`config.mk`:
```
export PLATFORM = sky130hd
export DESIGN_NAME = busDp
export DESIGN_NICKNAME = d
export VERILOG_FILES = /design/src/design/busPkg.sv /design/src/design/busCtrlIf.sv /design/src/design/busDp.sv /design/src/design/fetchBuffer.sv /design/src/design/busFsm.sv
export SDC_FILE = /design/constraint.sdc
export NUM_CORES = 1
export LEC_CHECK = 0
export ABC_AREA = 1
export BUFFER_PORTS_ARGS = -buffer_cell sky130_fd_sc_hd__clkbuf_2
export CORE_AREA = 4 4 203 205
export DETAILED_ROUTE_END_ITERATION = 12
export DIE_AREA = 0 0 207 209
export RECOVER_POWER = 100
export SLEW_MARGIN = 20
export SYNTH_ARGS = -nofsm -noshare
export SYNTH_HDL_FRONTEND = slang
export SYNTH_SLANG_ARGS = --single-unit
```
`constraint.sdc`:
```
create_clock -name clk -period 3.7 [get_ports clk]
set_input_delay 0.74 -clock clk [delete_from_list [all_inputs] [get_ports clk]]
set_output_delay 0.74 -clock clk [all_outputs]
set_load 0.01 [all_outputs]
```
`src/design/busPkg.sv`:
```
// Shared types and constants for the load/store bus unit
// Word, address and access-size types, bus size codes, rw codes
// and the bus sequencer state encoding

package busPkg;

  ////////////////////
  // Data widths
  ////////////////////

  // One bus and processor word
  typedef logic [31:0] wordT;

  // Physical byte address
  typedef logic [31:0] pAdrT;

  // Access size, encoded the same way as the load/store funct3 field
  typedef logic [2:0] busSizeT;

  ////////////////////
  // Size codes
  ////////////////////

  // Cached beats always move a full word
  localparam busSizeT sizeWord = 3'b010;

  // Bytes per word as a shift amount, turns a beat index into a byte offset
  localparam int wordBytesLog = 2;

  ////////////////////
  // Processor request
  ////////////////////

  // The memory stage encodes its request as {read, write}
  localparam logic [1:0] rwReadCode  = 2'b10;
  localparam logic [1:0] rwWriteCode = 2'b01;

  ////////////////////
  // Sequencer states
  ////////////////////

  // One pass through stReqHigh and stReqLow is one four-phase beat
  typedef enum logic [2:0] {
    stIdle,
    // Request high, waiting for the slave to acknowledge
    stReqHigh,
    // Request dropped, waiting for the acknowledge to drop
    stReqLow,
    // Last line beat finished, acknowledge the cache
    stLineDone,
    // Uncached beat finished, hold the read word for the processor
    stUncDone
  } busStateT;

endpackage
```
`src/design/busCtrlIf.sv`:
```
// Beat control bundle between the bus sequencer, the fetch buffer
// and the bus data path, with one modport per user

`timescale 1ns/1ps

interface busCtrlIf #(
  parameter int wordsPerLine = 4
);

  // Beat counter width follows the line length
  localparam int countW = (wordsPerLine > 1) ? $clog2(wordsPerLine) : 1;

  // Index of the beat currently on the bus
  logic [countW-1:0] wordCount;
  // High in the cycle a read beat is acknowledged
  logic              captureEn;
  // The current transfer uses the processor address and size
  logic              selUncached;
  // Kind of transfer in progress
  logic              busRead;
  logic              busWrite;
  // Four-phase bus request
  logic              beatReq;

  // Sequencer owns every member
  modport seq (output wordCount, captureEn, selUncached, busRead, busWrite, beatReq);

  // Fetch buffer only needs to know where and when to capture
  modport fbuf (input wordCount, captureEn);

  // Data path reads the whole bundle
  modport dp (input wordCount, captureEn, selUncached, busRead, busWrite, beatReq);

endinterface

```
`src/design/busDp.sv`:
```
// Bus data path, top of the load/store bus unit
// Holds the sequencer and fetch buffer, and muxes bus address, size,
// write data and the word returned to the processor

`timescale 1ns/1ps

module busDp #(
  parameter int wordsPerLine = 4
) (
  input  logic                            clk,
  input  logic                            rstN,

  // Bus side
  input  busPkg::wordT                    busRdata,
  input  logic                            busAck,
  output logic                            busReq,
  output logic                            busRead,
  output logic                            busWrite,
  output busPkg::pAdrT                    busAdr,
  output busPkg::busSizeT                 busSize,
  output busPkg::wordT                    busWdata,

  // Cache side
  input  busPkg::pAdrT                    cacheBusAdr,
  input  busPkg::wordT [wordsPerLine-1:0] writeLineData,
  input  logic                            fetchLine,
  input  logic                            writeLine,
  output logic                            lineAck,
  output busPkg::wordT [wordsPerLine-1:0] lineData,

  // Processor side
  input  busPkg::pAdrT                    pAdr,
  input  busPkg::busSizeT                 funct3,
  input  busPkg::wordT                    writeData,
  input  busPkg::wordT                    cacheReadWord,
  output busPkg::wordT                    readWord,
  input  logic [1:0]                      rw,
  input  logic                            ignoreRequest,
  input  logic                            cpuBusy,
  input  logic                            cacheable,
  output logic                            busStall,
  output logic                            busCommitted
);

  // Base address before the beat offset is added
  busPkg::pAdrT localAdr;
  // Byte offset of the current beat within the line
  busPkg::pAdrT beatOffset;

  // Beat control shared by the three blocks
  busCtrlIf #(.wordsPerLine(wordsPerLine)) ctrlBus ();

  ////////////////////
  // Sequencer
  ////////////////////

  busFsm #(
    .wordsPerLine(wordsPerLine)
  ) u_busFsm (
    .clk          (clk),
    .rstN         (rstN),
    .rw           (rw),
    .ignoreRequest(ignoreRequest),
    .cacheable    (cacheable),
    .cpuBusy      (cpuBusy),
    .fetchLine    (fetchLine),
    .writeLine    (writeLine),
    .busAck       (busAck),
    .ctrl         (ctrlBus.seq),
    .busStall     (busStall),
    .busCommitted (busCommitted),
    .lineAck      (lineAck)
  );

  ////////////////////
  // Fetch buffer
  ////////////////////

  // Captures every read beat, line words and the uncached word alike
  fetchBuffer #(
    .wordsPerLine(wordsPerLine)
  ) u_fetchBuffer (
    .clk     (clk),
    .rstN    (rstN),
    .ctrl    (ctrlBus.fbuf),
    .busRdata(busRdata),
    .lineData(lineData)
  );

  ////////////////////
  // Bus request
  ////////////////////

  assign busReq   = ctrlBus.beatReq;
  assign busRead  = ctrlBus.busRead;
  assign busWrite = ctrlBus.busWrite;

  ////////////////////
  // Address and size
  ////////////////////

  // Uncached beats go straight to the processor address
  assign localAdr = ctrlBus.selUncached ? pAdr : cacheBusAdr;

  // The beat count is held at zero for uncached transfers, so the
  // offset only moves through a line
  assign beatOffset = busPkg::pAdrT'(ctrlBus.wordCount) << busPkg::wordBytesLog;

  assign busAdr = localAdr + beatOffset;

  // Line beats are always full words, uncached beats keep the access size
  assign busSize = ctrlBus.selUncached ? funct3 : busPkg::sizeWord;

  ////////////////////
  // Data muxes
  ////////////////////

  // Writeback walks the dirty line one word per beat
  assign busWdata = ctrlBus.selUncached ? writeData : writeLineData[ctrlBus.wordCount];

  // An uncached read returns the word held in fetch buffer slot 0
  assign readWord = ctrlBus.selUncached ? lineData[0] : cacheReadWord;

  ////////////////////
  // Checks
  ////////////////////

  // The slave may sample the beat at any point while req is high, so
  // the sequencer state and the muxed inputs together must hold still
  beatStable: assert property (@(posedge clk) disable iff (!rstN)
    (busReq && $past(busReq)) |->
      ($stable(busAdr) && $stable(busSize) && $stable(busWdata) &&
       $stable(busRead) && $stable(busWrite)));

  // Exactly one transfer kind is named whenever a beat is requested
  beatKind: assert property (@(posedge clk) disable iff (!rstN)
    busReq |-> (busRead ^ busWrite));

endmodule

```
`src/design/fetchBuffer.sv`:
```
// Fetch buffer that gathers read beats into a cache line
// Word 0 doubles as the holding register for uncached reads

`timescale 1ns/1ps

module fetchBuffer #(
  parameter int wordsPerLine = 4
) (
  input  logic                                clk,
  input  logic                                rstN,
  busCtrlIf.fbuf                              ctrl,
  input  busPkg::wordT                        busRdata,
  output busPkg::wordT [wordsPerLine-1:0]     lineData
);

  // Line width in bits, for the flat view of the buffer
  localparam int lineBits = wordsPerLine * $bits(busPkg::wordT);

  // Per-word load enables decoded from the beat index
  logic [wordsPerLine-1:0] loadEn;
  // Flat view of the captured line
  logic [lineBits-1:0]     lineFlat;

  ////////////////////
  // Word registers
  ////////////////////

  for (genvar i = 0; i < wordsPerLine; i++) begin : gWord
    // Only the word addressed by the current beat loads
    assign loadEn[i] = ctrl.captureEn && (int'(ctrl.wordCount) == i);

    // Each word keeps its value until its next read beat
    always_ff @(posedge clk) begin
      if (loadEn[i]) begin
        lineFlat[i*$bits(busPkg::wordT) +: $bits(busPkg::wordT)] <= busRdata;
      end
    end
  end

  // Word i of the line sits at bits [32i+31:32i]
  assign lineData = lineFlat;

  ////////////////////
  // Checks
  ////////////////////

  // The sequencer must never count a beat past the end of the line
  captureInLine: assert property (@(posedge clk) disable iff (!rstN)
    ctrl.captureEn |-> (int'(ctrl.wordCount) < wordsPerLine));

endmodule

```
`src/design/busFsm.sv`:
```
// Bus sequencer for cached line transfers and uncached single beats
// Runs the four-phase handshake per beat, counts beats,
// and drives stall, commit and the cache line acknowledge

`timescale 1ns/1ps

module busFsm #(
  parameter int wordsPerLine = 4
) (
  input  logic       clk,
  input  logic       rstN,
  input  logic [1:0] rw,
  input  logic       ignoreRequest,
  input  logic       cacheable,
  input  logic       cpuBusy,
  input  logic       fetchLine,
  input  logic       writeLine,
  input  logic       busAck,
  busCtrlIf.seq      ctrl,
  output logic       busStall,
  output logic       busCommitted,
  output logic       lineAck
);

  localparam int countW = (wordsPerLine > 1) ? $clog2(wordsPerLine) : 1;
  // Index of the final beat of a line
  localparam logic [countW-1:0] lastIdx = countW'(wordsPerLine - 1);

  busPkg::busStateT  state;
  busPkg::busStateT  nextState;

  logic [countW-1:0] wordCount;
  logic              selUncached;
  logic              busRead;
  logic              busWrite;

  logic              uncReq;
  logic              startUnc;
  logic              startWrite;
  logic              startFetch;
  logic              startAny;
  logic              lastBeat;

  ////////////////////
  // Request selection
  ////////////////////

  // An uncached access is any read or write the cache will not take
  assign uncReq = !cacheable &&
                  ((rw == busPkg::rwReadCode) || (rw == busPkg::rwWriteCode));

  // A dirty line goes out before a new line comes in
  assign startUnc   = !ignoreRequest && uncReq;
  assign startWrite = !ignoreRequest && !uncReq && writeLine;
  assign startFetch = !ignoreRequest && !uncReq && !writeLine && fetchLine;
  assign startAny   = startUnc || startWrite || startFetch;

  // Uncached transfers are a single beat
  assign lastBeat = selUncached || (wordCount == lastIdx);

  ////////////////////
  // State machine
  ////////////////////

  always_comb begin
    nextState = state;
    case (state)
      busPkg::stIdle: begin
        if (startAny) begin
          nextState = busPkg::stReqHigh;
        end
      end
      busPkg::stReqHigh: begin
        // Request drops in the cycle after the acknowledge is seen
        if (busAck) begin
          nextState = busPkg::stReqLow;
        end
      end
      busPkg::stReqLow: begin
        // Slave has released ack, so the next beat may start
        if (!busAck) begin
          if (!lastBeat) begin
            nextState = busPkg::stReqHigh;
          end else if (selUncached) begin
            nextState = busPkg::stUncDone;
          end else begin
            nextState = busPkg::stLineDone;
          end
        end
      end
      busPkg::stLineDone: begin
        nextState = busPkg::stIdle;
      end
      busPkg::stUncDone: begin
        // Keep the read word on readWord until the processor moves on
        if (!cpuBusy) begin
          nextState = busPkg::stIdle;
        end
      end
      default: begin
        nextState = busPkg::stIdle;
      end
    endcase
  end

  always_ff @(posedge clk) begin
    if (!rstN) begin
      state       <= busPkg::stIdle;
      wordCount   <= '0;
      selUncached <= 1'b0;
      busRead     <= 1'b0;
      busWrite    <= 1'b0;
    end else begin
      state <= nextState;
      case (state)
        busPkg::stIdle: begin
          // Every transfer starts from beat zero
          wordCount <= '0;
          if (startUnc) begin
            selUncached <= 1'b1;
            busRead     <= (rw == busPkg::rwReadCode);
            busWrite    <= (rw == busPkg::rwWriteCode);
          end else if (startWrite) begin
            busWrite <= 1'b1;
          end else if (startFetch) begin
            busRead <= 1'b1;
          end
        end
        busPkg::stReqLow: begin
          if (!busAck) begin
            if (!lastBeat) begin
              wordCount <= wordCount + 1'b1;
            end else begin
              busRead  <= 1'b0;
              busWrite <= 1'b0;
            end
          end
        end
        busPkg::stUncDone: begin
          if (!cpuBusy) begin
            selUncached <= 1'b0;
          end
        end
        default: begin
        end
      endcase
    end
  end

  ////////////////////
  // Outputs
  ////////////////////

  assign ctrl.wordCount   = wordCount;
  assign ctrl.selUncached = selUncached;
  assign ctrl.busRead     = busRead;
  assign ctrl.busWrite    = busWrite;
  assign ctrl.beatReq     = (state == busPkg::stReqHigh);

  // Read data is only valid while ack is high, so capture right then
  assign ctrl.captureEn = (state == busPkg::stReqHigh) && busAck && busRead;

  // Stall from the request cycle until the last beat has closed
  assign busStall = ((state == busPkg::stIdle) && startAny) ||
                    (state == busPkg::stReqHigh) || (state == busPkg::stReqLow);

  // Once the first beat is requested the access can no longer be dropped
  assign busCommitted = (state != busPkg::stIdle);

  assign lineAck = (state == busPkg::stLineDone);

  ////////////////////
  // Checks
  ////////////////////

  // The request may only fall once the slave has acknowledged it
  reqHeldToAck: assert property (@(posedge clk) disable iff (!rstN)
    $fell(ctrl.beatReq) |-> $past(busAck));

  // A new beat waits for the previous acknowledge to clear
  reqAfterAckLow: assert property (@(posedge clk) disable iff (!rstN)
    $rose(ctrl.beatReq) |-> !busAck);

  // The cache sees exactly one acknowledge per line
  lineAckPulse: assert property (@(posedge clk) disable iff (!rstN)
    lineAck |=> !lineAck);

endmodule

```
; After elaboration in Yosys (flattened, before gate mapping)
; Cells that the tools add are included.
; W data, S select, Z words.
[totals]
ff_bits = 136
inputBits = 301
out_inout_bits = 233
word_cells = 93
[op_classes]
add_sub_neg = 2
n_lt_le_gt_ge = 1
n_eq_ne = 20
muxes = 28
reduce_logical = 33
[op_table]
columns = operator, n
row1 = $mux W32, 4
row2 = $bmux W32 S2, 1
row3 = $add A32 B4 Y32, 1
row4 = $mux W3, 7
row5 = $logic_and A1 B1 Y1, 13
row6 = $pmux W3 S4, 1
row7 = $mux W1, 9
row8 = $eq A2 B2 Y1 const B, 4
row9 = $ne A2 B2 Y1 const B, 4
row10 = $reduce_and A4 Y1, 2
row11 = $eq A3 B2 Y1 const B, 2
row12 = $logic_or A1 B1 Y1, 6
row13 = $ne A2 B1 Y1 const B, 3
row14 = $ne A3 B1 Y1 const B, 2
row15 = $pmux W1 S2, 3
row16 = $reduce_and A3 Y1, 2
row17 = $reduce_and A5 Y1, 1
row18 = $eq A2 B1 Y1 const B, 2
row19 = $logic_not A1 Y1, 4
row20 = $mux W2, 2
row21 = $pmux W2 S2, 1
row22 = $reduce_bool A2 Y1, 2
row23 = $eq A3 B1 Y1 const B, 1
row24 = $eq A3 B3 Y1 const B, 1
row25 = 6 further kinds, 6

; Logic depth before layout (Yosys ltp)
[depth]
ltp_word = 11
depth_mapped = 18
depth_no_buf = 14

; Modules after synthesis
; A second synthesis with hierarchy kept.
[hier_totals]
cells_unflattened = 916
area_unflattened_um2 = 7614.8
[by_module_without_submodules]
columns = module, n_inst, cells_per_inst, area_per_inst_um2, seq_area_each_um2
row1 = fetchBuffer, 1, 136, 3873.7, 3843.7
row2 = busDp, 1, 686, 3133.0, 0.0
row3 = busFsm, 1, 94, 608.1, 160.2

; Least setup slack after synthesis
; Ideal clock, no wire load.
[synth_path]
path_kind = reg2out
start = register u_busFsm.selUncached, in the netlist u_busFsm.ctrl.selUncached
end = output port busAdr[14]
t_arrival_ps = 2397
required_time_ps = 2960
slack_ps = 563
path_stages_with_launch = 16
n_path_buf = 5
path_cell_list = dfxtp_1 > buf_6 > inv_6 > buf_12 > buf_6 > buf_2 > buf_2 > nand2_1 > nand2_1 > ha_1 > inv_1 > fa_1 > nor2_4 > inv_1 > nor2_2 > xor2_1
[synth_between]
elab_chain_len = 2
[synth_rtl]
columns = item, line
row1 = "start, declared", busFsm.sv:33  ; logic selUncached;
row2 = "start signal, assigned", busFsm.sv:110  ; selUncached <= 1'b0;
row3 = "start signal, assigned", busFsm.sv:120  ; selUncached <= 1'b1;
row4 = "start signal, assigned", busFsm.sv:141  ; selUncached <= 1'b0;
row5 = $mux W32, busDp.sv:103  ; assign localAdr = ctrlBus.selUncached ? pAdr : cacheBusAdr;
row6 = $add A32 B4 Y32, busDp.sv:109  ; assign busAdr = localAdr + beatOffset;
row7 = "end, declared", busDp.sv:19  ; output busPkg::pAdrT busAdr,
; Every way passes these cells.

; Worst setup path in the final report
[layout_path]
start = register u_busFsm.selUncached, in the netlist u_busFsm.ctrl.selUncached
end = output port busAdr[15]
; The elaborated chain is that of the path after synthesis.

==> impl_metrics.csv <==
group,metric,value,unit
setup_path,cpPeakStageDelay,0.42,ns
timing,setup_viol,0,
setup_path,crit_family,"simple AND/OR/NAND/NOR gates",
clocking,clk_pin_slew,0.06,ns
clocking,root_buffer,"clkbuf_16",
synth,netlist_top_cells_area,"edfxtp_1 (51%), nand2_1 (13%), nor2_1 (10%)",
synth,synth_common_cells,"nand2_1 (262), nor2_1 (202), edfxtp_1 (128)",
detailed_routing,wl,34.9,mm
clocking,cts_tree,"yes",
timing,slew_headroom,0.312,
grt,grt_pass1_vias,8383,
setup_path,crit_path_frequent_cell,"nand2_1",
timing,hold_violations,0,
synth,yosysWarningCount,0,
setup_path,crit_path_top_delay_cell,"dfxtp_4",
timing,fin_tns_setup,0,ns
clocking,cts_setup_buffers,0,
final_layout,n_antenna_cell,0,
power,p_sw,1580,uW
die,fp-row-count,73,
synth,ys_seq_area_frac,0.529,
timing,final.setup.worst_slack,0.231,ns
final_layout,nets,1743,
setup_path,arrival,2.73,ns
clocking,h-tree-depth,4,
synth,synth_top_area_cell,"edfxtp_1",
grt,grt_max_degree,82,
synth,synth_flop_cell,"edfxtp_1",
power,p_clk_frac,0.350,
synth,syn_nets,1220,
detailed_routing,drtAntennaViolNets,0,
setup_path,end_kind,"output port",
synth,synth_area,7570,sq um
synth,yosys.area.top_type_share,0.508,
placed_design,placed_cell_area,10800,sq um
placed_design,hpwlAfterDp,28.3,mm
detailed_routing,drt_iter0_drc,615,
clocking,clock_sinks,136,
final_layout,multi_input_area,3120,sq um
detailed_routing,drc,0,
job,drv_cap,0,
setup_path,cp.required,2.96,ns
power,p_per_area,429,nW/um^2
placed_design,dp_slack,0.311,ns
die,die_y,209,microns
clocking,cts.path.max_buffers,2,
run_status,status,"finished clean",
setup_path,cp.buffers_inverters,4,
detailed_routing,wl_per_cell,17.7,microns
final_layout,area_growth,45.0,%
power,power.share.switching,0.334,
die,dieArea,43300,sq um
timing,finalCritPeriodShare,0.937,
timing,finalMaxSlewViolations,0,
clocking,insertion_delay,0.43,ns
synth,synth_cell_types,36,
final_layout,fin_area,11000,sq um
die,die_x,207,microns
synth,synthCells,910,
final_layout,drive_gt1_frac,0.263,
clocking,cts-hold-fix-buffers,0,
power,combPwrFrac,0.279,
power,ir_drop,533,uV
grt,gr-total-overflow,0,
final_layout,n_fill_cell,4414,
power,seqPwrFrac,0.371,
die,core-area,39500,sq um
detailed_routing,via_per_inst,4.27,
placed_design,port_buffers,533,
setup_path,cp_max_fo,5,
worst_hold_path,min_path_type,"reg -> reg",
die,io_pins,534,
synth,avgSynthCellArea,8.32,sq um
synth,async_flop_share,0,
timing,worstMarginPinSlew,1.03,ns
power,p_leak,0.00473,uW
setup_path,crit_type,"reg -> out",
timing,period_minus_slack,3.47,ns
detailed_routing,num_vias,8405,
power,p_int,3140,uW
setup_path,cp_cell_sequence,"inv_6 -> or2_2 -> o21ai_0 -> inv_1 -> ha_1 -> nand2_1 -> nand2_1 -> nand2_2 -> inv_2 -> nand3_1 -> nor2_2 -> xor2_1 -> clkbuf_1",
grt,grt_use_total,0.153,
grt,grt_pass1_wl,51.3,mm
final_layout,regArea,4010,sq um
clocking,cts_inserted_buffers,17,
timing,rsz0062_at_grt,"false",
synth,synth_edf_count,128,
timing,max_freq,288,MHz
clocking,cts_resized,0,
synth,ys_ff_latch,136,
setup_path,start_kind,"register",
timing,clock_skew,0.0127,ns
die,initial_core_util,0.192,
placed_design,finalWeightedCongestion,0.976,
synth,synth.most_common_cell,"nand2_1",
grt,antenna_found_initial,0,
detailed_routing,firstDrtPassIters,5,
[final cells by class]
class | instances | area share
Tap cell | 525 | 0.0598
Sequential cell | 136 | 0.365
Inverter | 49 | 0.0172
Multi-Input combinational cell | 682 | 0.284
Clock buffer | 19 | 0.0394
Timing Repair Buffer | 547 | 0.223
Clock inverter | 12 | 0.0117
[power by group through the flow]
stage,clock [uW],sequential [uW],combinational [uW]
CTS,1700,1750,1390
global route,1770,1750,1460
finish,1650,1750,1320
floorplan,0,1770,740
detailed placement,0,1780,1390
global placement,0,1780,1380
[worst paths after layout]
| path | startpoint | to | slack (ns) | cells past startpoint |
|---|---|---|---|---|
| worst max register to register | u_busFsm.ctrl.wordCount[1] | u_fetchBuffer.lineData[22] | 0.44 | 6 |
| worst min register to register | u_busFsm.ctrl.busWrite | u_busFsm.ctrl.busWrite | 0.49 | 2 |
| worst min-delay path | u_busFsm.ctrl.busWrite | u_busFsm.ctrl.busWrite | 0.49 | 2 |
| worst max-delay path | u_busFsm.ctrl.selUncached | busAdr[15] | 0.23 | 13 |
[cell usage in the layout (no fill, tap or decap), types with 5 or more instances in the layout]
master,n
xor2_1,8
nor2_1,206
clkbuf_2,288
nand4_1,5
buf_4,9
xnor2_1,7
clkbuf_16,17
dfxtp_1,6
o21ai_0,69
a21oi_1,6
nand2_1,264
clkbuf_1,252
inv_1,46
nor2_2,14
ha_1,8
nand2_2,26
edfxtp_1,128
a31oi_1,32
nand3_1,17
[metal layers]
layer | global-route usage | vias up | share of wire
met2 | 0.267 | 446 | 0.49
met1 | 0.176 | 3901 | 0.39
met3 | 0.0566 | 35 | 0.094
met5 | 0 | - | 0
met4 | 0.0438 | 0 | 0.020
li1 | - | 4023 | -
[worst register-to-register path, stage by stage (launching register included)]
cell and delay, ns:
dfxtp_2 0.44, inv_1 0.17, buf_4 0.41, ha_1 0.29
inv_1 0.04, nor2_1 0.78, clkbuf_2 0.73
[registers in the layout (all words and copies together), names as in the netlist]
register,count
u_busFsm.ctrl.busRead,1
u_busFsm.ctrl.busWrite,1
u_busFsm.ctrl.selUncached,1
u_busFsm.ctrl.wordCount,2
u_busFsm.state,3
u_fetchBuffer.lineData,128
[per-stage QoR]
step,instances,hold slack [ns],util,power (uW)
final,1970,0.495,0.278,4720
after global routing,1970,0.562,0.278,4990
after CTS,1970,0.494,0.288,4850
after detailed placement,1939,0.488,0.274,3170
after global placement,1939,0.486,0.274,3160
after floorplan,910,0.519,-,2510
[kinds of logic after synthesis]
logic type	count (synthesis)	synth area share
compound gates	114	0.0831
xor+xnor	16	0.0195
fa+ha+maj	9	0.0159
buf+inv	92	0.0557
flops	136	0.529
simple gates	543	0.297
Power figures use the tool's default switching activity.
